`src/vga_term_pkg.sv`:
```
package vga_term_pkg;

	// 640x480 at 60 Hz, pixel clock is clk
	localparam int h_visible = 640;
	localparam int h_front = 16;
	localparam int h_sync = 96;
	localparam int h_back = 48;
	localparam int h_total = h_visible + h_front + h_sync + h_back;

	localparam int v_visible = 480;
	localparam int v_front = 10;
	localparam int v_sync = 2;
	localparam int v_back = 33;
	localparam int v_total = v_visible + v_front + v_sync + v_back;

	// 8x16 cells
	localparam int cols = 80;
	localparam int rows = 30;
	localparam int buf_depth = cols * rows;
	localparam int buf_addr_w = 12;

	localparam logic [11:0] reg_cursor_addr = 12'hFFC;
	localparam logic [1:0] resp_okay = 2'b00;
	localparam logic [1:0] resp_slverr = 2'b10;

	// set 2 scan codes with special meaning
	localparam logic [7:0] key_break = 8'hF0;
	localparam logic [7:0] key_enter = 8'h5A;
	localparam logic [7:0] char_space = 8'h20;

	typedef logic [7:0] char_t;

	typedef struct packed {
		logic valid;
		logic write;
		logic [buf_addr_w-1:0] addr;
		char_t data;
	} buf_req_t;

	typedef struct packed {
		logic valid;
		char_t data;
	} buf_rsp_t;

	typedef struct packed {
		logic [11:0] addr;
	} axil_aw_t;

	typedef struct packed {
		logic [31:0] data;
		logic [3:0] strb;
	} axil_w_t;

	typedef struct packed {
		logic [11:0] addr;
	} axil_ar_t;

	typedef struct packed {
		logic [31:0] data;
		logic [1:0] resp;
	} axil_r_t;

endpackage

```
`src/ps2_rx.sv`:
```
module ps2_rx (
	input  logic clk,
	input  logic arst_n,
	input  logic ps2_clk,
	input  logic ps2_data,
	output vga_term_pkg::char_t code,
	output logic code_valid
);

	logic [1:0] clk_sync;
	logic [1:0] data_sync;
	logic clk_prev;
	logic fall;
	logic [10:0] frame;
	logic [3:0] bit_cnt;
	logic done;
	logic ok;

	assign fall = clk_prev && !clk_sync[1];

	always_ff @(posedge clk or negedge arst_n) begin
		if (!arst_n) begin
			clk_sync <= 2'b11;
			data_sync <= 2'b11;
			clk_prev <= 1'b1;
			bit_cnt <= 4'd0;
			done <= 1'b0;
			ok <= 1'b0;
			code_valid <= 1'b0;
		end else begin
			clk_sync <= {clk_sync[0], ps2_clk};
			data_sync <= {data_sync[0], ps2_data};
			clk_prev <= clk_sync[1];
			done <= 1'b0;
			if (fall) begin
				if (bit_cnt == 4'd10) begin
					bit_cnt <= 4'd0;
					done <= 1'b1;
				end else begin
					bit_cnt <= bit_cnt + 4'd1;
				end
			end
			// start 0, stop 1, odd parity over data and parity bit
			ok <= done && !frame[0] && frame[10] && (^frame[9:1]);
			code_valid <= ok;
		end
	end

	// lsb first, so the frame shifts in from the top
	always_ff @(posedge clk) begin
		if (fall) begin
			frame <= {data_sync[1], frame[10:1]};
		end
		if (done) begin
			code <= frame[8:1];
		end
	end

endmodule

```
`config.mk`:
```
export PLATFORM = sky130hd
export DESIGN_NAME = ps2_rx
export DESIGN_NICKNAME = d
export VERILOG_FILES = /design/src/vga_term_pkg.sv /design/src/ps2_rx.sv
export SDC_FILE = /design/constraint.sdc
export NUM_CORES = 1
export LEC_CHECK = 0
export BUFFER_PORTS_ARGS = -buffer_cell sky130_fd_sc_hd__buf_2
export CORE_MARGIN = 8
export CORE_UTILIZATION = 40
export CTS_BUF_LIST = sky130_fd_sc_hd__clkbuf_8 sky130_fd_sc_hd__clkbuf_16
export CTS_CLUSTER_SIZE = 8
export DETAILED_ROUTE_END_ITERATION = 6
export PLACE_DENSITY = 0.67
export SYNTH_ARGS = -nofsm -noshare
export SYNTH_HDL_FRONTEND = slang
export SYNTH_SLANG_ARGS = --single-unit
```
`constraint.sdc`:
```
create_clock -name clk -period 2.2 [get_ports clk]
set_input_delay 0 -clock clk [delete_from_list [all_inputs] [get_ports clk]]
set_output_delay 0 -clock clk [all_outputs]
set_load 0.02 [all_outputs]
```
==> results.env <==
INITIALDRTVIOLATIONCOUNT=23
CLOCKPOWERSHARE_PCT=32.3
CTS-HTREE-LEVELS=2
SWITCHING_SHARE_PCT=24.2
SYNTHDOMINANTCELLAREASHARE_PCT=52.1
CLKSLEWWORSTSETUPHOLDPATHS_PS=60
TIMING.FINAL.MAX_SLEW_VIOLATIONS=0
IO_BUFFER_COUNT=12
CRIT_TYPE='reg2reg'
GRT-OVFL-TOTAL=0
ROUTE.FINAL.WIRE_LENGTH_UM=1610
POST_SYNTH_INST_COUNT=56
CLKSINKCOUNT=31
TRITONCTS_CLOCK_TREE='built'
BUFFER_DEPTH_OF_THE_LONGEST_CLOCK_PATH=2
CLK_LATENCY_PS=270
P_INT_mW=0.965
GRT_FIRST_PASS_WIRELENGTH_UM=2660
FILL_CELLS=249
FLOP_PWR_SHARE_PCT=57.5
CTS_INSERTED_BUFFERS=5
GRTUSAGEMET1_PCT=7.58
TIMING.CRITICAL_PATH.REQUIRED_PS=2360
GP_CONGESTION=0.698
NUM_VIAS=526
FMAXACHIEVABLE_GHz=0.633
AREA.GROWTH.SYNTH_TO_FINAL_PCT=19.0
SYNTHESIS.YOSYS.WARNINGS=0
GRT_ANTENNA_BEFORE_REPAIR=0
POWER_FRAC_COMB_PCT=10.2
TOTAL_HALF_PERIMETER_WIRELENGTH_AFTER_LEGALIZATION_AND_DETAILED_PLACEMENT_UM=1070
CP-START-KIND='register'
PWR_DENSITY_CELL_nW_PER_UM2=978
DIE_HT_UM=68.3
GLOBALROUTETOTALUTIL_PCT=8.18
PIN_COUNT_OF_THE_BIGGEST_NET_ENTERING_GLOBAL_ROUTING=17
AREA_OF_COMBINATIONAL_CELLS_WITH_MULTIPLE_INPUTS_SQ_UM=213
PLACED_CELLS=98
PLACEMENTROWS=19
INSERTEDDIODECOUNT=0
LAYOUT_COMMON_CELLS='edfxtp_1 (19), buf_2 (12), dfrtp_1 (7), dfstp_2 (5), clkbuf_8 (5)'
CLOCK-ROOT-BUFFER='clkbuf_8'
POWER_LEAKAGE_nW=0.510
MAPPEDNETLISTAREA_SQ_UM=1090
DR_WL_CELL_UM=14.7
FINAL_COMMON_CELL='edfxtp_1'
SYNTH.LIB_CELLS_USED.DISTINCT=20
CORE_AREA_SQ_UM=2690
SYNTHESIS.AREA_PER_INSTANCE_SQ_UM=19.6
FINAL.SETUP_SKEW_PS=6.49
TIMING.FINAL.HOLD_VIOLATIONS=0
INITIAL_CORE_UTIL_PCT=40.8
MIN_CYCLE_TIME_LAYOUT_PS=1580
GRT_USE_MET2_PCT=14.0
ANT_NETS=0
DRT_FIRST_PASS_ITERS=3
GRT_MOST_USED_LAYER='met2'
NUM_IO_PINS=13
FIRST_GLOBAL_VIAS=582
RUN_STATUS='completed'
CRIT_PATH_MAX_FANOUT=16
CHIPWIDTH_UM=68.3
FINAL_CELLS=109
IRDROPWORSTVDD_uV=601
GROUTE.LAYER.MET3.USAGE_PCT=4.75
YOSYS_REGISTER_BITS=31
YOSYS-TOP-CELLS-AREA='edfxtp_1 (52%), dfrtp_1 (16%), dfstp_2 (12%)'
TIMING.SETUP.TNS_PS=0
LAYOUT-DRIVE-GT1-SHARE_PCT=30.8
DIE-AREA_SQ_UM=4670
POWER.TOTAL_mW=1.27
NET-SWITCHING-POWER_mW=0.308
FINAL_NET_COUNT=81
FINALSETUPVIOLCOUNT=0
WORST_EP_ARRIVAL_TIME_PS=1740
WORST-SLEW-PIN-TRANSITION_PS=565
SYNTHESIZED_NETLIST_NET_COUNT=60
MEAN_NUMBER_OF_VIAS_PER_CELL=4.83
REMAINING_DRC_ERRORS=0
RSZ_0062_RAISED_AFTER_GLOBAL_ROUTING='no'
CRITICAL_PATH.ENDPOINT_TYPE='register'
SEQUENTIAL_FRACTION_OF_THE_SYNTHESIS_AREA_PCT=80.1
HOLDCRITPATHCLASS='in2async'
SYNTH.LARGEST_AREA_CELL='edfxtp_1'
SEQUENTIAL_CELL_AREA_SQ_UM=877
UTILIZATION_PCT=48.5
WORST_SLEW_MARGIN_REL_PCT=62.3
LAYOUT_WORST_PATH_CYCLE_SHARE_PCT=71.8
MAX-CAP-VIOLATIONS=0
[path summary, 6_finish.rpt]
kind,from,to,slack (ps),cells after the start
hold reg to reg,ok$_DFF_PN0_,code_valid$_DFF_PN0_,350,0
max in group asynchronous,arst_n,data_sync[0]$_DFF_PN1_,1800,2
setup reg to reg,clk_prev$_DFF_PN1_,bit_cnt[1]$_DFFE_PN0P_,620,3
min in group clk,ok$_DFF_PN0_,code_valid$_DFF_PN0_,350,0
hold / removal,arst_n,bit_cnt[3]$_DFFE_PN0P_,130,2
setup / recovery,clk_prev$_DFF_PN1_,bit_cnt[1]$_DFFE_PN0P_,620,3
[worst max-delay path, stage by stage (launching register included)]
cell and delay, ps:
dfstp_2 520, and2b_1 490, o21ai_0 200, a22o_1 260
[final cells by class]
type / instances / area share [%]
well taps: 31 / 2.98
clock buffers: 5 / 5.28
clock inverters: 3 / 1.15
multi-input cells: 24 / 16.3
flip-flops and latches: 31 / 67.3
repair buffers: 15 / 6.92
[power groups by stage]
stage / Sequential [mW] / Clock [mW] / Combinational (mW)
2_1_floorplan: 0.730 / 0 / 0.103
3_3_place_gp: 0.738 / 0 / 0.120
3_5_place_dp: 0.744 / 0 / 0.127
4_1_cts: 0.733 / 0.425 / 0.131
5_1_grt: 0.740 / 0.454 / 0.142
6_report: 0.732 / 0.411 / 0.130
[metrics by stage]
stage / setup slack [ps] / hold WS, ps / cell area [sq um]
after floorplan: 799 / -296 / 1090
after global placement: 699 / -116 / 1190
after detailed placement: 566 / -116 / 1190
after CTS: 591 / 125 / 1300
after global routing: 507 / 150 / 1300
final: 621 / 128 / 1300
[registers in the layout (all words and copies together) (netlist names)]
name	cells
clk_prev	1
code	8
frame	11
done	1
data_sync	2
ok	1
clk_sync	2
bit_cnt	4
code_valid	1
[cell usage after synthesis, drive strengths merged]
| library cell | n |
|---|---|
| and2b | 1 |
| nand2 | 1 |
| xnor3 | 2 |
| xor2 | 1 |
| nand3 | 1 |
| edfxtp | 19 |
| dfstp | 5 |
| dfrtp | 7 |
| a22o | 1 |
| nand2b | 1 |
| and3b | 2 |
| a21bo | 1 |
| xnor2 | 3 |
| buf | 1 |
| a221oi | 1 |
| nor2b | 2 |
| nor3b | 1 |
| nand3b | 2 |
| mux2i | 2 |
| o21ai | 2 |
[what timing repair did]
item                                   CTS  global route
hold buffers                             3             0
resized for setup                        0             0
setup buffers                            0             0
endpoints found under the hold margin   14             0
[cells by family after synthesis]
group           share of synthesized area, %
flops                                   80.1
simple gates                            6.86
xor+xnor                                7.31
compound gates                          3.43
mux                                     1.83
buf+inv                                0.457
[per-layer routing]
layer  vias to the layer above  part of all wire, %
li1                        246                    -
met1                       263                   39
met2                        15                   51
met3                         2                  9.3
met4                         0                 0.81
met5                         -                    0
Power figures use the tool's default switching activity.
