===== src/vga_term_pkg.sv =====
package vga_term_pkg;

	// 640x480 at 60 Hz, pixel clock is clk
	localparam int h_visible = 640;
	localparam int h_front = 16;
	localparam int h_sync = 96;
	localparam int h_back = 48;
	localparam int h_total = h_visible + h_front + h_sync + h_back;

	localparam int v_visible = 480;
	localparam int v_front = 10;
	localparam int v_sync = 2;
	localparam int v_back = 33;
	localparam int v_total = v_visible + v_front + v_sync + v_back;

	// 8x16 cells
	localparam int cols = 80;
	localparam int rows = 30;
	localparam int buf_depth = cols * rows;
	localparam int buf_addr_w = 12;

	localparam logic [11:0] reg_cursor_addr = 12'hFFC;
	localparam logic [1:0] resp_okay = 2'b00;
	localparam logic [1:0] resp_slverr = 2'b10;

	// set 2 scan codes with special meaning
	localparam logic [7:0] key_break = 8'hF0;
	localparam logic [7:0] key_enter = 8'h5A;
	localparam logic [7:0] char_space = 8'h20;

	typedef logic [7:0] char_t;

	typedef struct packed {
		logic valid;
		logic write;
		logic [buf_addr_w-1:0] addr;
		char_t data;
	} buf_req_t;

	typedef struct packed {
		logic valid;
		char_t data;
	} buf_rsp_t;

	typedef struct packed {
		logic [11:0] addr;
	} axil_aw_t;

	typedef struct packed {
		logic [31:0] data;
		logic [3:0] strb;
	} axil_w_t;

	typedef struct packed {
		logic [11:0] addr;
	} axil_ar_t;

	typedef struct packed {
		logic [31:0] data;
		logic [1:0] resp;
	} axil_r_t;

endpackage


===== src/vga_text_scan.sv =====
module vga_text_scan (
	input  logic clk,
	input  logic arst_n,
	output logic [11:0] vid_addr,
	input  vga_term_pkg::char_t vid_data,
	output logic [10:0] font_addr,
	input  logic [7:0] font_row,
	output logic hsync,
	output logic vsync,
	output logic blank_n,
	output logic [23:0] rgb
);

	typedef struct packed {
		logic hs;
		logic vs;
		logic vis;
		logic [2:0] px;
		logic [3:0] ln;
	} stage_t;

	logic [9:0] h_cnt;
	logic [9:0] v_cnt;
	logic [11:0] cell_addr;
	stage_t s0;
	stage_t s1;
	stage_t s2;

	always_comb begin
		s0.hs = !((h_cnt >= 10'(vga_term_pkg::h_visible + vga_term_pkg::h_front)) &&
			(h_cnt < 10'(vga_term_pkg::h_visible + vga_term_pkg::h_front + vga_term_pkg::h_sync)));
		s0.vs = !((v_cnt >= 10'(vga_term_pkg::v_visible + vga_term_pkg::v_front)) &&
			(v_cnt < 10'(vga_term_pkg::v_visible + vga_term_pkg::v_front + vga_term_pkg::v_sync)));
		s0.vis = (h_cnt < 10'(vga_term_pkg::h_visible)) && (v_cnt < 10'(vga_term_pkg::v_visible));
		s0.px = h_cnt[2:0];
		s0.ln = v_cnt[3:0];
	end

	// row * cols + column, only inside the visible area
	assign cell_addr = 12'(v_cnt[8:4]) * 12'(vga_term_pkg::cols) + 12'(h_cnt[9:3]);
	assign vid_addr = s0.vis ? cell_addr : 12'd0;
	assign font_addr = {vid_data[6:0], s1.ln};

	assign hsync = s2.hs;
	assign vsync = s2.vs;
	assign blank_n = s2.vis;
	assign rgb = (s2.vis && font_row[3'd7 - s2.px]) ? 24'hFFFFFF : 24'h000000;

	always_ff @(posedge clk or negedge arst_n) begin
		if (!arst_n) begin
			h_cnt <= 10'd0;
			v_cnt <= 10'd0;
		end else if (h_cnt == 10'(vga_term_pkg::h_total - 1)) begin
			h_cnt <= 10'd0;
			if (v_cnt == 10'(vga_term_pkg::v_total - 1)) begin
				v_cnt <= 10'd0;
			end else begin
				v_cnt <= v_cnt + 10'd1;
			end
		end else begin
			h_cnt <= h_cnt + 10'd1;
		end
	end

	// buffer read, then font read
	always_ff @(posedge clk or negedge arst_n) begin
		if (!arst_n) begin
			s1 <= '{hs: 1'b1, vs: 1'b1, default: '0};
			s2 <= '{hs: 1'b1, vs: 1'b1, default: '0};
		end else begin
			s1 <= s0;
			s2 <= s1;
		end
	end

endmodule


===== config.mk =====
export PLATFORM = sky130hd
export DESIGN_NAME = vga_text_scan
export DESIGN_NICKNAME = d
export VERILOG_FILES = /design/src/vga_term_pkg.sv /design/src/vga_text_scan.sv
export SDC_FILE = /design/constraint.sdc
export NUM_CORES = 1
export LEC_CHECK = 0
export BUFFER_PORTS_ARGS = -buffer_cell sky130_fd_sc_hd__buf_2
export CAP_MARGIN = 15
export CORE_ASPECT_RATIO = 1.4
export CORE_MARGIN = 3
export CORE_UTILIZATION = 40
export DETAILED_ROUTE_END_ITERATION = 10
export PLACE_DENSITY = 0.73
export SYNTH_ARGS = -nofsm -noshare
export SYNTH_HDL_FRONTEND = slang
export SYNTH_SLANG_ARGS = --single-unit

===== constraint.sdc =====
create_clock -name clk -period 4.4 [get_ports clk]
set_input_delay 0.22 -clock clk [delete_from_list [all_inputs] [get_ports clk]]
set_output_delay 0.22 -clock clk [all_outputs]
set_load 0.02 [all_outputs]

==> results_dict.tcl <==
set metrics [dict create \
    antenna_cells 0 \
    min_period_over_period 0.677 \
    tns_ns 0 \
    synth_edf_count 0 \
    tightest_slew_ns 0.977 \
    seqCellArea_sq_um 906 \
    final_cell_mix "buf_2 (52), dfrtp_1 (32), ha_1 (14)" \
    hpwl_um 2980 \
    seq_power_share 0.483 \
    drt-initial-drc-count 28 \
    hp-class "input port to asynchronous set/reset pin" \
    grt_pass1_vias 1426 \
    pin_count 68 \
    cts_resized 0 \
    h-tree-depth 2 \
    met3_length_um 200 \
    clkSlewWorstSetupHoldPaths_ns 0.07 \
    worst_setup_path_end_kind "output port" \
    synth_cells 211 \
    critPathMostFrequentCell "ha_1" \
    fin_nets 268 \
    syn_area_sq_um 2170 \
    slowest_stage "dfrtp_1" \
    drv_slew 0 \
    cts_tree "built" \
    finalHoldViolations 0 \
    grt_pass1_wl_um 6440 \
    place_congestion 0.785 \
    synthFlopType "dfrtp_1" \
    overflow 0 \
    highest_layer "met4" \
    dr_wl_met2_um 2030 \
    coreArea_sq_um 5200 \
    cp.required_ns 4.18 \
    skew_ns 0.00549 \
    p_sw_frac 0.208 \
    grt_antenna_before_repair 0 \
    comb_power_share 0.058 \
    run_status "finished clean" \
    power_switching_uw 143 \
    initial_core_util 0.418 \
    worstSetupPathType "flop to output port" \
    drt-met1-wl_um 1540 \
    setup_viol 0 \
    drtPass1Iterations 4 \
    synth_cell_types 40 \
    fmax_ghz 0.336 \
    worstSetupStartpointType "flop" \
    pwr-share-clk 0.459 \
    drive_gt1_frac 0.319 \
    fin_total_pwr_uw 686 \
    crit_path_max_fanout 9 \
    setup_slack_ns 1.42 \
    cp_data_arrival_time_ns 2.76 \
    rsz0062_at_grt "no" \
    synth_fp_nets 245 \
    clock-root-buffer "clkbuf_8" \
    p_leak_nw 1.18 \
    clockBufferDepth 2 \
    cts-hold-fix-buffers 0 \
    vdd_drop_max_mv 0.122 \
    clk_latency_ns 0.29 \
    drc_errors 0 \
    numPortBuffers 52 \
    dp_slack_ns 1.71 \
    reg2reg_depth 5 \
    synth_seq_cells 36 \
    yosys_warnings 0 \
    ys_seq_area_frac 0.417 \
    p_per_area_nw_per_um2 288 \
    clkSinkCount 36 \
    avgRoutedWirePerCell_um 13.0 \
    cts_buffers 5 \
    grt.total_usage 0.133 \
    async_flop_share 1.00 \
    min_period_ns 2.98 \
    max_cap_viol_count 0 \
    ant_nets 0 \
    syn2layout_area_growth_pct 9.50 \
    rows 31 \
    fp.dieArea_sq_um 6370 \
    slowest_delay_ns 0.46 \
    path_cells "ha_1 > ha_1 > inv_1 > fa_1 > xnor2_1 > o211ai_1 > or2_2 > mux2i_1 > buf_2" \
    layout_commonest_cell "buf_2" \
    die_w_um 68.3 \
    timing.slew.headroom 0.348 \
    routed_wl_um 3900 \
    cts_setup_buffers 0 \
    p_int_uw 543 \
    syn_area_per_cell_sq_um 10.3 \
    via_per_inst 5.03 \
    grt_max_degree 37 \
    die_y_um 93.2 \
    multi_input_area_sq_um 948 \
    vias 1513 \
    num-fill-cells 509 \
]
## cells by family after synthesis
family / count (synthesis) / share of synthesized area
flip-flops: 36 / 0.417
XOR/XNOR: 15 / 0.0604
AND/OR/NAND/NOR: 67 / 0.178
multiplexers: 6 / 0.0397
buffers and inverters: 50 / 0.147
adder cells (fa/ha/maj): 16 / 0.0990
AO/OA/AOI/OAI: 21 / 0.0593
## registers in the layout (all words and copies together), names as in the netlist
| signal | flops |
|---|---|
| hsync | 1 |
| vsync | 1 |
| v_cnt | 10 |
| blank_n | 1 |
| font_addr | 4 |
| s2 | 3 |
| s1 | 6 |
| h_cnt | 10 |
## final timing paths
check / from / end / slack (ns)
worst min register to register: s1[6] / s2[6] / 0.35
worst min-delay path: arst_n / v_cnt[6] / 0.0007
min in group clk: s1[6] / s2[6] / 0.35
max in group asynchronous: arst_n / blank_n / 3.90
worst max-delay path: v_cnt[5] / vid_addr[10] / 1.42
worst max register to register: h_cnt[0] / v_cnt[3] / 2.44
## Yosys cell counts (4+ instances only)
master    n  area share
xnor2_1  10       0.040
dfrtp_1  32        0.37
nand3_1   9       0.021
inv_1    13       0.022
and3_1    4       0.012
dfstp_2   4       0.048
ha_1     14       0.081
nor2b_1   6       0.017
a21oi_1   4      0.0092
nor3_1    5       0.012
buf_4    34        0.12
nand4_1   8       0.023
nor2_1   13       0.022
o21ai_0   7       0.016
xor2_1    5       0.020
## power by group through the flow
| stage | logic, mW | registers [mW] | clock network [mW] |
|---|---|---|---|
| finish | 0.0396 | 0.331 | 0.315 |
| global route | 0.0441 | 0.331 | 0.333 |
| CTS | 0.0407 | 0.331 | 0.322 |
| detailed placement | 0.0407 | 0.337 | 0 |
| global placement | 0.0402 | 0.337 | 0 |
| floorplan | 0.0446 | 0.337 | 0 |
## layout make-up
| class | instances | share of cell area |
|---|---|---|
| Clock buffer | 7 | 0.0405 |
| Tap cell | 66 | 0.0347 |
| Clock inverter | 1 | 0.0126 |
| Inverter | 13 | 0.0205 |
| Sequential cell | 36 | 0.381 |
| Timing Repair Buffer | 53 | 0.113 |
| Multi-Input combinational cell | 125 | 0.399 |
## routing by layer
layer,track usage,vias to the layer above
met5,0,-
met4,0.0779,0
met3,0.0204,12
met2,0.227,40
met1,0.153,727
li1,-,734
## through the flow
step / hold slack [ns] / cell area [sq um] / instances / utilization
after floorplan: -0.0756 / 2170 / 211 / -
after global placement: 0.334 / 2250 / 293 / 0.434
after detailed placement: 0.336 / 2250 / 293 / 0.434
after CTS: 0.0276 / 2380 / 301 / 0.458
after global routing: 0.0706 / 2380 / 301 / 0.458
final: 0.000654 / 2380 / 301 / 0.458
## worst max-delay path, delay by kind of cell (launching register included)
family	cells	cell delay [ns]
muxes	1	0.14
adders and majority gates	3	0.89
xor gates and xnor gates	1	0.29
and+or+nand+nor	1	0.29
buffers and inverters	2	0.25
AOI/OAI and AO/OA	1	0.16
DFF	1	0.46
No activity file was read; power rests on OpenSTA's default activity.
