==> src/vga_term_pkg.sv <==
package vga_term_pkg;

	// 640x480 at 60 Hz, pixel clock is clk
	localparam int h_visible = 640;
	localparam int h_front = 16;
	localparam int h_sync = 96;
	localparam int h_back = 48;
	localparam int h_total = h_visible + h_front + h_sync + h_back;

	localparam int v_visible = 480;
	localparam int v_front = 10;
	localparam int v_sync = 2;
	localparam int v_back = 33;
	localparam int v_total = v_visible + v_front + v_sync + v_back;

	// 8x16 cells
	localparam int cols = 80;
	localparam int rows = 30;
	localparam int buf_depth = cols * rows;
	localparam int buf_addr_w = 12;

	localparam logic [11:0] reg_cursor_addr = 12'hFFC;
	localparam logic [1:0] resp_okay = 2'b00;
	localparam logic [1:0] resp_slverr = 2'b10;

	// set 2 scan codes with special meaning
	localparam logic [7:0] key_break = 8'hF0;
	localparam logic [7:0] key_enter = 8'h5A;
	localparam logic [7:0] char_space = 8'h20;

	typedef logic [7:0] char_t;

	typedef struct packed {
		logic valid;
		logic write;
		logic [buf_addr_w-1:0] addr;
		char_t data;
	} buf_req_t;

	typedef struct packed {
		logic valid;
		char_t data;
	} buf_rsp_t;

	typedef struct packed {
		logic [11:0] addr;
	} axil_aw_t;

	typedef struct packed {
		logic [31:0] data;
		logic [3:0] strb;
	} axil_w_t;

	typedef struct packed {
		logic [11:0] addr;
	} axil_ar_t;

	typedef struct packed {
		logic [31:0] data;
		logic [1:0] resp;
	} axil_r_t;

endpackage

==> src/char_writer.sv <==
module char_writer (
	input  logic clk,
	input  logic arst_n,
	input  vga_term_pkg::char_t code,
	input  logic code_valid,
	output vga_term_pkg::buf_req_t req,
	input  logic gnt,
	output logic [11:0] cursor
);

	logic brk;
	logic [6:0] col;
	logic req_valid;
	logic [11:0] req_addr;
	vga_term_pkg::char_t req_data;
	vga_term_pkg::char_t ascii;
	logic take;
	logic [11:0] step;
	logic [11:0] enter_next;

	function automatic vga_term_pkg::char_t to_ascii(input vga_term_pkg::char_t sc);
		case (sc)
			8'h1C: return "a";
			8'h32: return "b";
			8'h21: return "c";
			8'h23: return "d";
			8'h24: return "e";
			8'h2B: return "f";
			8'h34: return "g";
			8'h33: return "h";
			8'h43: return "i";
			8'h3B: return "j";
			8'h42: return "k";
			8'h4B: return "l";
			8'h3A: return "m";
			8'h31: return "n";
			8'h44: return "o";
			8'h4D: return "p";
			8'h15: return "q";
			8'h2D: return "r";
			8'h1B: return "s";
			8'h2C: return "t";
			8'h3C: return "u";
			8'h2A: return "v";
			8'h1D: return "w";
			8'h22: return "x";
			8'h35: return "y";
			8'h1A: return "z";
			8'h45: return "0";
			8'h16: return "1";
			8'h1E: return "2";
			8'h26: return "3";
			8'h25: return "4";
			8'h2E: return "5";
			8'h36: return "6";
			8'h3D: return "7";
			8'h3E: return "8";
			8'h46: return "9";
			8'h29: return " ";
			default: return 8'h00;
		endcase
	endfunction

	assign ascii = to_ascii(code);
	assign take = code_valid && !req_valid;
	assign step = cursor + 12'(vga_term_pkg::cols) - {5'd0, col};
	assign enter_next = (step >= 12'(vga_term_pkg::buf_depth)) ? 12'd0 : step;
	assign req = '{valid: req_valid, write: 1'b1, addr: req_addr, data: req_data};

	always_ff @(posedge clk or negedge arst_n) begin
		if (!arst_n) begin
			brk <= 1'b0;
			col <= 7'd0;
			cursor <= 12'd0;
			req_valid <= 1'b0;
		end else if (gnt) begin
			req_valid <= 1'b0;
			if (cursor == 12'(vga_term_pkg::buf_depth - 1)) begin
				cursor <= 12'd0;
			end else begin
				cursor <= cursor + 12'd1;
			end
			col <= (col == 7'(vga_term_pkg::cols - 1)) ? 7'd0 : col + 7'd1;
		end else if (take) begin
			// code after F0 is the break of a key already handled
			if (code == vga_term_pkg::key_break) begin
				brk <= 1'b1;
			end else if (brk) begin
				brk <= 1'b0;
			end else if (code == vga_term_pkg::key_enter) begin
				cursor <= enter_next;
				col <= 7'd0;
			end else if (ascii != 8'h00) begin
				req_valid <= 1'b1;
			end
		end
	end

	always_ff @(posedge clk) begin
		if (take) begin
			req_addr <= cursor;
			req_data <= ascii;
		end
	end

endmodule

==> config.mk <==
export PLATFORM = sky130hd
export DESIGN_NAME = char_writer
export DESIGN_NICKNAME = d
export VERILOG_FILES = /design/src/vga_term_pkg.sv /design/src/char_writer.sv
export SDC_FILE = /design/constraint.sdc
export NUM_CORES = 1
export LEC_CHECK = 0
export BUFFER_PORTS_ARGS = -buffer_cell sky130_fd_sc_hd__clkbuf_2
export CAP_MARGIN = 30
export CORE_ASPECT_RATIO = 1.75
export CORE_MARGIN = 2
export CORE_UTILIZATION = 64
export CTS_CLUSTER_DIAMETER = 30
export DETAILED_ROUTE_END_ITERATION = 16
export GPL_TIMING_DRIVEN = 0
export PLACE_DENSITY = 0.9
export SETUP_SLACK_MARGIN = 0.5
export SLEW_MARGIN = 40
export SYNTH_ARGS = -nofsm -noshare
export SYNTH_HDL_FRONTEND = slang
export SYNTH_SLANG_ARGS = --single-unit
==> constraint.sdc <==
create_clock -name clk -period 6.4 [get_ports clk]
set_input_delay 0 -clock clk [delete_from_list [all_inputs] [get_ports clk]]
set_output_delay 0 -clock clk [all_outputs]
set_load 0.02 [all_outputs]
==> results_dict.tcl <==
set metrics [dict create \
    run_status "complete, no violations" \
    grt_pass1_wl_mm 16.2 \
    grt_max_degree 22 \
    crit_buf_inv 0 \
    synth_fa_ha_area_frac 0.111 \
    dpl_cell_area_mm2 0.00387 \
    grt_usage 0.344 \
    max_freq_ghz 0.311 \
    fill_cells 439 \
    synth_flop_cell "dfrtp_1" \
    gp_congestion 1.04 \
    clock-sinks 40 \
    vias 3525 \
    r2r_start "cursor[1]$_DFFE_PN0P_" \
    whs_ps 224 \
    synth-seq-cells 40 \
    final-instance-count-excl-fill 543 \
    hold_viol_final 0 \
    dp_hpwl_mm 7.46 \
    coreArea_mm2 0.00550 \
    htreeDepth 2 \
    worstHoldPathType "in2reg" \
    synth-compound-area-share 0.288 \
    ys_seq_area_frac 0.307 \
    required_ps 6600 \
    r2r_slack_ps 3180 \
    clkTransAtPathRegs_ps 80 \
    chipHeight_um 103 \
    slowest_delay_ps 460 \
    nNetsFinal 509 \
    grt_antenna_before_repair 0 \
    clock-skew-final_ps 6.77 \
    synth_top_family_by_area "compound AO/OA/AOI/OAI gates" \
    cp-endpoint "cursor[11]$_DFFE_PN0P_" \
    irDropWorstVdd_mv 0.334 \
    cap_violations 0 \
    synth_nets 460 \
    synth.area.mux_share 0.0175 \
    ys_warn_count 0 \
    path_class "reg2reg" \
    drt_iter0_markers 432 \
    drive_gt1_frac 0.184 \
    drv_slew 0 \
    crit_path_end_kind "flop" \
    insertion_delay_ps 290 \
    yosys.area_share.xor_xnor 0.0242 \
    grt_pass1_vias 3397 \
    setup_viol 0 \
    crit_chain "ha_1 -> ha_1 -> fa_1 -> a211oi_2 -> o21ai_0 -> a21o_1 -> a22oi_2 -> o2111ai_4 -> o311ai_2" \
    start_util 0.649 \
    p_per_area_mw_per_mm2 380 \
    critPathTopFamily "compound AO/OA/AOI/OAI gates" \
    rows 36 \
    io_pins 46 \
    io_buffers 41 \
    dp_cells 534 \
    drtAntennaViolNets 0 \
    antenna_cells 0 \
    pre_cts_ws_ps 3210 \
    overflow 0 \
    wl_per_cell_um 18.2 \
    worst_slew_pin_slew_ps 712 \
    cp_common_cell "ha_1" \
    hold_path_depth 2 \
    layout_setup_ws_ps 3180 \
    period_needed_ps 3220 \
    ff2ff_path_depth 9 \
    syn-instance-count 417 \
    firstDrtPassIters 7 \
    synth-simple-area-share 0.187 \
    crit_fanout 10 \
    grt_use_met1 0.371 \
    cts_tree "yes" \
    grtUsageMet3 0.0489 \
    crit_cells 9 \
    cts-root-buf "clkbuf_8" \
    die-area_mm2 0.00621 \
    setup_tns_ps 0 \
    crit_start "cursor[1]$_DFFE_PN0P_" \
    min_period_over_period 0.503 \
    p_leak_nw 1.73 \
    die_x_um 60.4 \
    top_usage_layer "met2" \
    cts_resized 0 \
    cts_max_path_buffers 2 \
    async_flop_share 0.525 \
    post-route-drc-count 0 \
    cts_buffers 5 \
    r2r-end "cursor[11]$_DFFE_PN0P_" \
    synth_cell_types 76 \
    vias_per_cell 6.49 \
    slowest_stage "dfrtp_1" \
    synth_edf_count 19 \
    netlist_area_mm2 0.00357 \
    cp-start-kind "flop" \
    slew_headroom 0.522 \
    grtUsageMet2 0.617 \
    syn_avg_cell_area_um2 8.55 \
    design_area_mm2 0.00399 \
    area_growth_pct 11.9 \
    rsz0062_at_grt "false" \
    cp_data_arrival_time_ps 3410 \
    wirelength_mm 9.88 \
]
==> flip-flops by register name, summed over array words and instances, names as in the netlist <==
register   flops
brk            1
col            7
cursor        12
req_addr      12
req_data       7
req_valid      1
==> placed cells by master, fill, tap and decap left out, types with 10 or more instances in the layout <==
master,count
edfxtp_1,19
nand3_1,15
o21ai_0,31
clkbuf_2,42
nor2_1,31
dfrtp_1,21
nand2_1,27
ha_1,30
clkbuf_1,10
nand2b_1,12
inv_1,28
a21oi_1,41
==> where the power goes <==
part           total (mW)  switching, mW  leakage, nW  internal [mW]
Combinational       0.912          0.552         1.22          0.360
Clock               0.202         0.0859       0.0552          0.116
Sequential          0.404         0.0677        0.463          0.336
==> how the worst min path moves through the flow <==
stage	slack [ps]	end	start
2_1_floorplan	-300	brk$_DFFE_PN0P_	arst_n
3_3_place_gp	-2	col[0]$_DFFE_PN0P_	arst_n
3_5_place_dp	10	col[3]$_DFFE_PN0P_	arst_n
4_1_cts	210	req_addr[0]$_DFFE_PP_	code_valid
5_1_grt	220	req_addr[0]$_DFFE_PP_	code_valid
6_report	220	req_addr[0]$_DFFE_PP_	code_valid
==> cells in the mapped netlist (all sizes together), types with 2 or more instances <==
cell     number  area share
a311oi        4       0.012
mux2i         4       0.011
nand2b       12       0.021
o31a          2      0.0049
dfrtp        21        0.15
nor4b         2      0.0049
o2111ai       2      0.0098
a21oi        41       0.058
xor2          3      0.0095
or2           3      0.0053
nand2        28       0.030
ha           30        0.11
clkbuf       10       0.011
a31oi         9       0.016
a31o          2      0.0049
a41oi         2      0.0049
a22o          2      0.0049
nand3        15       0.021
edfxtp       19        0.16
nor2b         9       0.016
o21ai        35       0.050
a221oi        2      0.0049
nor3b         3      0.0063
o31ai         7       0.016
and3          5      0.0088
nand3b        2      0.0042
buf          13       0.022
o311ai        2      0.0070
nor3          8       0.011
inv          28       0.029
nor4          2      0.0035
a211oi        6       0.019
a21o          3      0.0063
mux2          2      0.0063
nor2         31       0.033
o22ai         4      0.0070
xnor2         6       0.015
conb          2      0.0021
o21bai        6       0.013
o21ba         2      0.0056
a2111oi       2      0.0049
o211ai        5       0.011
and4          3      0.0081
o21a          2      0.0042
==> logic make-up after synthesis <==
family                     after synthesis
AOI/OAI and AO/OA                      149
xor gates and xnor gates                 9
adders and majority gates               31
buffers and inverters                   51
DFF                                     40
muxes                                    6
other                                    2
and+or+nand+nor                        129
==> through the flow <==
| step | power [mW] | util |
|---|---|---|
| floorplan | 1.09 | - |
| global placement | 1.27 | 0.704 |
| detailed placement | 1.30 | 0.705 |
| CTS | 1.50 | 0.726 |
| global route | 1.63 | 0.726 |
| finish | 1.52 | 0.726 |
==> area by class of cell <==
class                      instances  area [µm²]  area share
timing repair buffer              42         215      0.0539
multi-input combinational        326        2250       0.565
inverter                          28         105      0.0263
sequential                        40        1100       0.275
clock buffer                       6        72.6      0.0182
buffer                            23         119      0.0298
tap                               76        95.1      0.0238
clock inverter                     2        35.0     0.00878
==> what timing repair did <==
action                     CTS  global route
hold endpoints to repair    21             0
hold buffers                 1             0
setup endpoints to repair    0             0
buffers inserted             0             0
==> layer usage <==
metal  vias up  routed length (µm)
met2       169                5280
li1       1635                   -
met5         -                   0
met3        45                 469
met1      1676                3570
met4         0                 565
Power figures use the tool's default switching activity.
