--- config.mk ---
export PLATFORM = sky130hd
export DESIGN_NAME = axil_text_port
export DESIGN_NICKNAME = d
export VERILOG_FILES = /design/src/vga_term_pkg.sv /design/src/axil_text_port.sv
export SDC_FILE = /design/constraint.sdc
export NUM_CORES = 1
export LEC_CHECK = 0
export ABC_CLOCK_PERIOD_IN_PS = 3000
export BUFFER_PORTS_ARGS = -buffer_cell sky130_fd_sc_hd__buf_4
export CAP_MARGIN = 5
export CORE_MARGIN = 2
export CORE_UTILIZATION = 39
export CTS_CLUSTER_SIZE = 25
export DETAILED_ROUTE_END_ITERATION = 12
export GPL_TIMING_DRIVEN = 0
export PLACE_DENSITY = 0.78
export SLEW_MARGIN = 0
export SYNTH_ARGS = -nofsm -noshare
export SYNTH_HDL_FRONTEND = slang
export SYNTH_SLANG_ARGS = --single-unit
--- constraint.sdc ---
create_clock -name clk -period 3 [get_ports clk]
set_input_delay 0.3 -clock clk [delete_from_list [all_inputs] [get_ports clk]]
set_output_delay 0.3 -clock clk [all_outputs]
set_load 0.01 [all_outputs]
--- src/vga_term_pkg.sv ---
package vga_term_pkg;

	// 640x480 at 60 Hz, pixel clock is clk
	localparam int h_visible = 640;
	localparam int h_front = 16;
	localparam int h_sync = 96;
	localparam int h_back = 48;
	localparam int h_total = h_visible + h_front + h_sync + h_back;

	localparam int v_visible = 480;
	localparam int v_front = 10;
	localparam int v_sync = 2;
	localparam int v_back = 33;
	localparam int v_total = v_visible + v_front + v_sync + v_back;

	// 8x16 cells
	localparam int cols = 80;
	localparam int rows = 30;
	localparam int buf_depth = cols * rows;
	localparam int buf_addr_w = 12;

	localparam logic [11:0] reg_cursor_addr = 12'hFFC;
	localparam logic [1:0] resp_okay = 2'b00;
	localparam logic [1:0] resp_slverr = 2'b10;

	// set 2 scan codes with special meaning
	localparam logic [7:0] key_break = 8'hF0;
	localparam logic [7:0] key_enter = 8'h5A;
	localparam logic [7:0] char_space = 8'h20;

	typedef logic [7:0] char_t;

	typedef struct packed {
		logic valid;
		logic write;
		logic [buf_addr_w-1:0] addr;
		char_t data;
	} buf_req_t;

	typedef struct packed {
		logic valid;
		char_t data;
	} buf_rsp_t;

	typedef struct packed {
		logic [11:0] addr;
	} axil_aw_t;

	typedef struct packed {
		logic [31:0] data;
		logic [3:0] strb;
	} axil_w_t;

	typedef struct packed {
		logic [11:0] addr;
	} axil_ar_t;

	typedef struct packed {
		logic [31:0] data;
		logic [1:0] resp;
	} axil_r_t;

endpackage

--- src/axil_text_port.sv ---
module axil_text_port (
	input  logic clk,
	input  logic arst_n,
	input  vga_term_pkg::axil_aw_t aw,
	input  logic awvalid,
	output logic awready,
	input  vga_term_pkg::axil_w_t w,
	input  logic wvalid,
	output logic wready,
	output logic [1:0] bresp,
	output logic bvalid,
	input  logic bready,
	input  vga_term_pkg::axil_ar_t ar,
	input  logic arvalid,
	output logic arready,
	output vga_term_pkg::axil_r_t r,
	output logic rvalid,
	input  logic rready,
	output vga_term_pkg::buf_req_t req,
	input  logic gnt,
	input  vga_term_pkg::buf_rsp_t rsp,
	input  logic [11:0] cursor
);

	typedef enum logic [2:0] {st_idle, st_req, st_rd_wait, st_bresp, st_rresp} state_t;

	state_t state;
	logic up;
	logic rd_go;
	logic wr_ok;
	logic rd_ok;
	logic rd_cur;
	logic req_valid;
	logic req_write;
	logic [11:0] req_addr;
	vga_term_pkg::char_t req_data;

	function automatic logic in_buf(input logic [11:0] a);
		return (a != vga_term_pkg::reg_cursor_addr) && (int'(a) < vga_term_pkg::buf_depth * 4);
	endfunction

	// AW and W are only taken as a pair
	assign awready = up && (state == st_idle) && awvalid && wvalid;
	assign wready = awready;
	assign arready = up && (state == st_idle) && !(awvalid && wvalid);
	assign rd_go = arready && arvalid;
	assign bvalid = (state == st_bresp);
	assign rvalid = (state == st_rresp);

	assign wr_ok = in_buf(aw.addr);
	assign rd_ok = in_buf(ar.addr);
	assign rd_cur = (ar.addr == vga_term_pkg::reg_cursor_addr);
	assign req = '{valid: req_valid, write: req_write, addr: req_addr, data: req_data};

	always_ff @(posedge clk or negedge arst_n) begin
		if (!arst_n) begin
			up <= 1'b0;
			state <= st_idle;
			req_valid <= 1'b0;
		end else begin
			up <= 1'b1;
			case (state)
				st_idle: begin
					if (awready) begin
						// skipped writes still get a response
						req_valid <= wr_ok && w.strb[0];
						state <= (wr_ok && w.strb[0]) ? st_req : st_bresp;
					end else if (rd_go) begin
						req_valid <= rd_ok;
						state <= rd_ok ? st_req : st_rresp;
					end
				end
				st_req: begin
					if (gnt) begin
						req_valid <= 1'b0;
						state <= req_write ? st_bresp : st_rd_wait;
					end
				end
				st_rd_wait: begin
					if (rsp.valid) begin
						state <= st_rresp;
					end
				end
				st_bresp: begin
					if (bready) begin
						state <= st_idle;
					end
				end
				default: begin
					if (rready) begin
						state <= st_idle;
					end
				end
			endcase
		end
	end

	always_ff @(posedge clk) begin
		if (awready) begin
			req_write <= 1'b1;
			req_addr <= {2'b00, aw.addr[11:2]};
			req_data <= w.data[7:0];
			bresp <= wr_ok ? vga_term_pkg::resp_okay : vga_term_pkg::resp_slverr;
		end else if (rd_go) begin
			req_write <= 1'b0;
			req_addr <= {2'b00, ar.addr[11:2]};
			r.resp <= (rd_ok || rd_cur) ? vga_term_pkg::resp_okay : vga_term_pkg::resp_slverr;
			r.data <= rd_cur ? {20'd0, cursor} : 32'd0;
		end else if (state == st_rd_wait && rsp.valid) begin
			r.data <= {24'd0, rsp.data};
		end
	end

endmodule

==> results of run 1 <==
[power by group]
group | switching, mW | internal [mW]
Sequential | 0.0408 | 0.667
Combinational | 0.272 | 0.300
Clock | 0.179 | 0.335
[sequential cells by signal (all words and copies together), names as in the netlist]
name	cells
bresp	1
req_write	1
state	3
r	12
req_addr	10
up	1
req_valid	1
req_data	8
[through the flow]
step                      instance area (um^2)  std cells  hold slack [ns]
final                                     2927        331           0.1952
after detailed placement                  2779        322           0.1034
after CTS                                 2927        331           0.1885
after global placement                    2774        322           0.1033
after floorplan                           1963        169         0.004409
after global routing                      2927        331           0.1818
[layout make-up]
type	instances	area, um^2	area share
Clock buffer	5	68.82	0.02351
Buffer	33	249.0	0.08508
Sequential cell	37	1076	0.3677
Clock inverter	3	68.82	0.02351
Timing Repair Buffer	100	753.2	0.2574
Multi-Input combinational cell	96	631.9	0.2159
Tap cell	54	67.56	0.02309
Inverter	3	11.26	0.003848
[worst max-delay path: cells and delay by family, from the launching register on]
family | cells | cell delay (ns)
buffers and inverters | 4 | 0.81
DFF | 1 | 0.43
and+or+nand+nor | 2 | 0.91
[logic make-up (layout without fill, tap and decap cells)]
logic type | Yosys count | after routing
AO/OA/AOI/OAI | 27 | 27
buffers and inverters | 36 | 144
flip-flops | 37 | 37
multiplexers | 12 | 12
other | 2 | 26
AND/OR/NAND/NOR | 31 | 31
[Yosys cell counts (2+ instances only)]
cell type	n	area share
edfxtp_1	31	0.50
buf_4	29	0.12
mux2_2	10	0.060
a22o_1	8	0.037
nor2_1	6	0.012
dfrtp_1	5	0.067
nand2_1	5	0.010
and2_2	4	0.016
inv_1	3	0.0060
nand4_1	3	0.010
nor3_1	3	0.0080
o21ai_0	3	0.0080
o31ai_1	3	0.012
a21boi_0	2	0.0080
a21o_1	2	0.0080
a21oi_1	2	0.0053
buf_6	2	0.012
conb_1	2	0.0040
mux2i_1	2	0.011
nand2b_1	2	0.0067
nand4b_1	2	0.0094
o21a_1	2	0.0080
[path summary, 6_finish.rpt]
kind / slack, ns / endpoint / start / depth (start not counted)
setup / recovery: 0.27 / wready / state[1] / 6
hold / removal: 0.20 / req_data[1] / w[5] / 1
setup reg to reg: 0.48 / req_addr[3] / state[1] / 5
hold reg to reg: 0.49 / req_write / req_write / 1
max in group asynchronous: 2.55 / up / arst_n / 2
min in group asynchronous: 0.35 / state[1] / arst_n / 2
[routing by layer]
metal / global-route usage / vias to the layer above / share of wire
li1: - / 745 / -
met1: 0.1909 / 712 / 0.39
met2: 0.2803 / 95 / 0.51
met3: 0.03704 / 4 / 0.088
met4: 0.04646 / 0 / 0.0094
met5: 0 / - / 0
==> flow_summary.json, run 1 <==
{
  "clockBufferDepth": 2,
  "yosysWarnings": 0,
  "drt-pass1-iter-count": 4,
  "antenna_found_initial": 0,
  "layout_setup_ws_ns": 0.2658,
  "grt_pass1_vias": 1449,
  "grt_first_pass_wirelength_um": 6472,
  "worstSkewPairLatency_ns": 0.27,
  "static-leakage-power_nw": 1.364,
  "avgViaCountPerCell": 4.701,
  "syn_area_per_cell_um2": 12.92,
  "ant_nets": 0,
  "fin_tns_setup_ns": 0,
  "path_class": "register to output port",
  "wire_per_inst_um": 13.85,
  "peakVddDrop_mv": 0.3904,
  "synth_xor_area_frac": 0,
  "die-height_um": 73.30,
  "grt_use_total": 0.1581,
  "crit_arrival_ns": 2.43,
  "ys.flop_type": "edfxtp_1",
  "cts_made_buffers": 5,
  "cts_resized": 0,
  "initial_core_util": 0.3992,
  "slew_headroom": 0.3139,
  "muxShareOfSynthArea": 0.07081,
  "rows": 25,
  "drive_gt1_frac": 0.5704,
  "io_pins": 152,
  "synthSimpleGateAreaFrac": 0.1022,
  "fin_skew_ns": 0.003206,
  "max_freq_mhz": 365.7,
  "crit_path_max_incr_delay_ns": 0.53,
  "p_total_mw": 1.793,
  "ctsHtreeMaxLevel": 2,
  "die_w_um": 73.30,
  "holdCritPathClass": "input pin to register",
  "power.density_nw_per_um2": 612.6,
  "tightestPinTransition_ns": 1.023,
  "die_area_um2": 5373,
  "ys_seq_area_frac": 0.5745,
  "clockRootBuffer": "clkbuf_8",
  "fin_nets": 365,
  "cts_setup_buffers": 0,
  "wirelength_um": 4584,
  "fin_crit_sh": 0.9114,
  "cts_sinks": 37,
  "cpMostUsedCell": "buf_4",
  "maxCapViolations": 0,
  "final_hold_viol_count": 0,
  "syn_area_um2": 1873,
  "n_fill_cell": 384,
  "cp_cell_sequence": "or4b_1 -> buf_2 -> nor2_1 -> buf_4 -> buf_4 -> buf_4",
  "synth.ff_latch_count": 37,
  "gp_congestion": 0.7823,
  "clk_pin_slew_worst_paths_ns": 0.08,
  "ys_types": 36,
  "post-dp-hpwl_um": 3638,
  "cts_hold_buf": 1,
  "period_needed_ns": 2.734,
  "grt_start_max_net_pins": 21,
  "synth-compound-area-share": 0.1096,
  "synthArstFlopShare": 0.1351,
  "crit_required_ns": 2.70,
  "diodes": 0,
  "drt-initial-drc-count": 65,
  "cts_tree": "built",
  "areaGrowthSynthToFinish_pct": 56.25,
  "rsz0062_at_grt": "no",
  "synth_edf_count": 31,
  "final_cell_mix": "buf_4, edfxtp_1, conb_1, mux2_2, a22o_1",
  "slew_viol_final": 0,
  "num_vias": 1556,
  "yosys.area_share.adder": 0,
  "synth_cells": 145,
  "dp_slack_ns": 0.4699,
  "finalCoreUtilization": 0.6237,
  "cpMaxStageDelayCell": "or4b_1",
  "status": "finished clean",
  "finalSetupViolations": 0,
  "drc": 0,
  "worst-path-max-fanout": 20,
  "start_kind": "register",
  "synth_top_family_by_area": "buffers and inverters",
  "port_buffers": 99,
  "final_common_cell": "buf_4",
  "core_area_um2": 4692,
  "grt-ovfl-total": 0,
  "endpoint_kind": "output port"
}
No activity file was read; power rests on OpenSTA's default activity.
==> run 2: changes to the inputs <==
--- a/config.mk
+++ b/config.mk
@@ -5,7 +5,7 @@
 export SDC_FILE = /design/constraint.sdc
 export NUM_CORES = 1
 export LEC_CHECK = 0
-export ABC_CLOCK_PERIOD_IN_PS = 3000
+export ABC_CLOCK_PERIOD_IN_PS = 2550
 export BUFFER_PORTS_ARGS = -buffer_cell sky130_fd_sc_hd__buf_4
 export CAP_MARGIN = 5
 export CORE_MARGIN = 2
==> constraint.sdc (replaced) <==
create_clock -name clk -period 2.55 [get_ports clk]
set_input_delay 0.255 -clock clk [delete_from_list [all_inputs] [get_ports clk]]
set_output_delay 0.255 -clock clk [all_outputs]
set_load 0.01 [all_outputs]
==> flow_summary.json, run 2 (synthesis gave the netlist of run 1 again) <==
{
  "status": "finished clean",
  "path_class": "register to output port",
  "cts_sinks": 37,
  "clk_pin_slew_worst_paths_ns": 0.08,
  "maxCapViolations": 0,
  "ctsHtreeMaxLevel": 2,
  "crit_start": "state[1]",
  "largest_reg_flops": 12,
  "rsz0062_at_grt": "no",
  "holdCritPathClass": "input pin to register",
  "die_area_um2": 5373,
  "final_cell_mix": "buf_4, edfxtp_1, conb_1, mux2_2, a22o_1",
  "drt-pass1-iter-count": 4,
  "largest_register": "r",
  "cp_cell_sequence": "or4b_1 -> buf_2 -> nor2_4 -> buf_6 -> buf_4 -> buf_4",
  "power.density_nw_per_um2": 719.1,
  "final_common_cell": "buf_4",
  "fin_nets": 365,
  "finalCoreUtilization": 0.6261,
  "drive_gt1_frac": 0.5740,
  "grt_use_total": 0.1586,
  "grt_pass1_vias": 1457,
  "die-height_um": 73.30,
  "endpoint_kind": "output port",
  "cp.depth": 6,
  "clockRootBuffer": "clkbuf_8",
  "fin_crit_sh": 0.9334,
  "cts_setup_buffers": 0,
  "num_vias": 1555,
  "static-leakage-power_nw": 1.365,
  "gp_congestion": 0.7823,
  "antenna_found_initial": 0,
  "ant_nets": 0,
  "die_w_um": 73.30,
  "max_freq_mhz": 420.1,
  "drc": 0,
  "crit_arrival_ns": 2.13,
  "final_hold_viol_count": 0,
  "crit_required_ns": 2.30,
  "drt-initial-drc-count": 47,
  "grt-ovfl-total": 0,
  "period_needed_ns": 2.380,
  "cts_made_buffers": 5,
  "wirelength_um": 4546,
  "fin_skew_ns": 0.003570,
  "comb_power_share": 0.320,
  "rrSetupSlack_ns": 0.20,
  "port_buffers": 99,
  "intPower_mw": 1.533,
  "r2r.worst_path.cells": 5,
  "areaGrowthSynthToFinish_pct": 56.85,
  "r2r_start": "state[1]",
  "seqPwrFrac": 0.394,
  "worst-path-max-fanout": 20,
  "finalSetupViolations": 0,
  "crit_path_max_incr_delay_ns": 0.53,
  "p_clk_frac": 0.285,
  "slew_headroom": 0.3138,
  "initial_core_util": 0.3992,
  "crit_family": "simple AND/OR/NAND/NOR gates",
  "post-dp-hpwl_um": 3638,
  "worstSkewPairLatency_ns": 0.28,
  "tightestPinTransition_ns": 1.023,
  "cts_tree": "built",
  "rows": 25,
  "crit_buf_inv": 4,
  "reg_top3": "r: 12 flops, req_addr: 10 flops, req_data: 8 flops",
  "p_sw_mw": 0.5791,
  "p_sw_frac": 0.2741,
  "peakVddDrop_mv": 0.4492,
  "grt_first_pass_wirelength_um": 6513,
  "core_area_um2": 4692,
  "slew_viol_final": 0,
  "endpoint": "wready",
  "wire_per_inst_um": 13.73,
  "hold_ws_ns": 0.1498,
  "cpMostUsedCell": "buf_4",
  "fin_tns_setup_ns": 0,
  "timing.rr.end": "r[6]",
  "cpMaxStageDelayCell": "or4b_1",
  "io_pins": 152,
  "grt_start_max_net_pins": 21,
  "start_kind": "register",
  "diodes": 0,
  "clockBufferDepth": 2,
  "avgViaCountPerCell": 4.698
}
-- run 2: cell type report --
type / count / area [um^2]
fill: 383 / 1754
sequential: 37 / 1076
timing repair buffer: 100 / 753.2
multi-input combinational: 96 / 639.4
buffer: 33 / 252.7
clock buffer: 5 / 68.82
clock inverter: 3 / 68.82
tap: 54 / 67.56
inverter: 3 / 11.26
-- run 2: worst min-delay path by stage --
stage	startpoint	to	cells after the start
finish	w[5]	req_data[1]	1
global route	w[10]	req_data[6]	1
CTS	w[5]	req_data[1]	1
detailed placement	arst_n	state[1]	1
global placement	arst_n	state[2]	1
floorplan	arst_n	req_valid	0
-- run 2: what timing repair did --
| item | 4_1_cts | 5_1_grt |
|---|---|---|
| hold buffers | 1 | 0 |
| hold endpoints to repair | 5 | 0 |
| resized for setup | 2 | 1 |
| setup endpoints to repair | 2 | 1 |
-- run 2: per-layer routing --
metal	vias up	global-route usage	wire (um)
met5	-	0	0
met4	0	0.04646	64
met3	8	0.03704	400
met2	92	0.2813	2293
met1	712	0.1918	1787
li1	743	-	-
-- run 2: power groups by stage --
stage / logic [mW] / registers [mW] / clock network [mW]
floorplan: 0.352 / 0.870 / 0
global placement: 0.649 / 0.843 / 0
detailed placement: 0.669 / 0.846 / 0
CTS: 0.676 / 0.833 / 0.613
global route: 0.739 / 0.846 / 0.631
finish: 0.677 / 0.833 / 0.603
-- run 2: through the flow --
| step | setup WS [ns] | instance area (um^2) | total power, mW | cells |
|---|---|---|---|---|
| 6_report | 0.1698 | 2938 | 2.112 | 331 |
| 4_1_cts | 0.05685 | 2933 | 2.123 | 331 |
| 3_5_place_dp | 0.01986 | 2779 | 1.515 | 322 |
| 5_1_grt | 0.07348 | 2938 | 2.216 | 331 |
| 3_3_place_gp | 0.06206 | 2774 | 1.492 | 322 |
| 2_1_floorplan | 0.2596 | 1963 | 1.223 | 169 |
==> run 3: changes to the inputs <==
--- a/config.mk
+++ b/config.mk
@@ -14,7 +14,9 @@
 export DETAILED_ROUTE_END_ITERATION = 12
 export GPL_TIMING_DRIVEN = 0
 export PLACE_DENSITY = 0.78
-export SLEW_MARGIN = 0
+export RECOVER_POWER = 25
+export SETUP_SLACK_MARGIN = 0.05
+export SLEW_MARGIN = 15
 export SYNTH_ARGS = -nofsm -noshare
 export SYNTH_HDL_FRONTEND = slang
 export SYNTH_SLANG_ARGS = --single-unit
==> flow_summary.json, run 3 (synthesis gave the netlist of run 1 again) <==
{
  "clockBufferDepth": 2,
  "fin_crit_sh": 0.9333,
  "reg_top3": "r: 12 flops, req_addr: 10 flops, req_data: 8 flops",
  "initial_core_util": 0.3992,
  "post-dp-hpwl_um": 3686,
  "cpMaxStageDelayCell": "or4b_1",
  "areaGrowthSynthToFinish_pct": 54.64,
  "gp_congestion": 0.7823,
  "crit_path_max_incr_delay_ns": 0.54,
  "crit_buf_inv": 3,
  "final_cell_mix": "buf_4, edfxtp_1, conb_1, clkbuf_1, mux2_2",
  "endpoint_kind": "register",
  "fin_tns_setup_ns": 0,
  "power.density_nw_per_um2": 724.1,
  "drt-initial-drc-count": 49,
  "fin_nets": 366,
  "period_needed_ns": 2.380,
  "cp_cell_sequence": "or4b_1 -> buf_2 -> or3b_4 -> buf_6 -> o31ai_2 -> buf_4",
  "status": "finished clean",
  "wire_per_inst_um": 13.83,
  "core_area_um2": 4692,
  "dp_slack_ns": 0.01933,
  "grt_start_max_net_pins": 21,
  "layout_setup_ws_ns": 0.1701,
  "worst-path-max-fanout": 10,
  "cts_setup_buffers": 0,
  "worstSkewPairLatency_ns": 0.28,
  "start_kind": "register",
  "max_freq_mhz": 420.2,
  "drive_gt1_frac": 0.5252,
  "diodes": 0,
  "finalSetupViolations": 0,
  "holdCritPathClass": "input pin to register",
  "drt-pass1-iter-count": 4,
  "ctsHtreeMaxLevel": 2,
  "slew_viol_final": 0,
  "tightestPinTransition_ns": 0.8085,
  "grt_use_total": 0.1652,
  "finalCoreUtilization": 0.6173,
  "final_hold_viol_count": 0,
  "die_area_um2": 5373,
  "static-leakage-power_nw": 1.318,
  "avgViaCountPerCell": 4.735,
  "crit_required_ns": 2.54,
  "drc": 0,
  "largest_reg_flops": 12,
  "largest_register": "r",
  "final_common_cell": "buf_4",
  "clockRootBuffer": "clkbuf_8",
  "wirelength_um": 4592,
  "die-height_um": 73.30,
  "grt-ovfl-total": 0,
  "n_fill_cell": 400,
  "cts_sinks": 37,
  "fin_skew_ns": 0.003172,
  "maxCapViolations": 0,
  "clk_pin_slew_worst_paths_ns": 0.07,
  "grt_first_pass_wirelength_um": 6644,
  "antenna_found_initial": 0,
  "cts_tree": "built",
  "crit_family": "simple AND/OR/NAND/NOR gates",
  "path_class": "register to register",
  "rsz0062_at_grt": "no",
  "cts_made_buffers": 5,
  "port_buffers": 99,
  "p_total_mw": 2.097,
  "ant_nets": 0,
  "crit_arrival_ns": 2.37,
  "rows": 25,
  "die_w_um": 73.30,
  "slew_headroom": 0.4590,
  "num_vias": 1572,
  "grt_pass1_vias": 1476,
  "peakVddDrop_mv": 0.3795,
  "io_pins": 152
}
==> run 3: cell count changes in the layout (fill, tap and decap cells not counted), sizes merged <==
| cell | change |
|---|---|
| buf | -22 |
| clkbuf | +23 |
==> run 3: repair_timing <==
action | in CTS | in global routing
gates resized for setup | 2 | 2
endpoints found under the hold margin | 5 | 0
endpoints found under the setup margin | 9 | 2
hold buffers | 1 | 0
==> run 3: power breakdown <==
part / switching (mW) / leakage [nW] / internal [mW]
Clock: 0.206 / 0.0687 / 0.394
Combinational: 0.323 / 0.892 / 0.342
Sequential: 0.0493 / 0.358 / 0.784
Total: 0.579 / 1.32 / 1.52
==> run 3: worst paths after layout <==
kind / start / to / slack, ns / depth (start not counted)
max: state[1] / r[6] / 0.17 / 6
min: w[6] / req_data[2] / 0.17 / 1
max reg2reg: state[1] / r[6] / 0.17 / 6
min reg2reg: req_write / req_write / 0.49 / 1
max in group asynchronous: arst_n / req_valid / 2.01 / 2
min in group asynchronous: arst_n / state[1] / 0.34 / 2
==> run 3: per-stage QoR <==
step / instances / hold WS, ns / area (um^2)
2_1_floorplan: 169 / -0.04059 / 1963
3_3_place_gp: 322 / 0.05835 / 2774
3_5_place_dp: 323 / 0.05866 / 2786
4_1_cts: 332 / 0.1387 / 2940
5_1_grt: 332 / 0.1468 / 2897
6_report: 332 / 0.1695 / 2897
==> run 3: final cells by class <==
cell class	count	area (um^2)	share of cell area
flip-flops and latches	37	1076	0.3715
repair buffers	101	708.2	0.2445
multi-input cells	96	639.4	0.2207
plain buffers	33	256.5	0.08855
clock buffers	5	68.82	0.02376
clock inverters	3	68.82	0.02376
well taps	54	67.56	0.02333
inverters	3	11.26	0.003888
==> run 3: per-layer routing <==
metal  wire length (um)  vias to the layer above  share of wire  GRT usage
met1               1712                      712           0.37     0.1833
met5                  0                        -              0          0
met3                458                        9           0.10    0.06584
met4                 86                        0          0.019    0.05253
met2               2334                      104           0.51     0.2893
li1                   -                      747              -          -
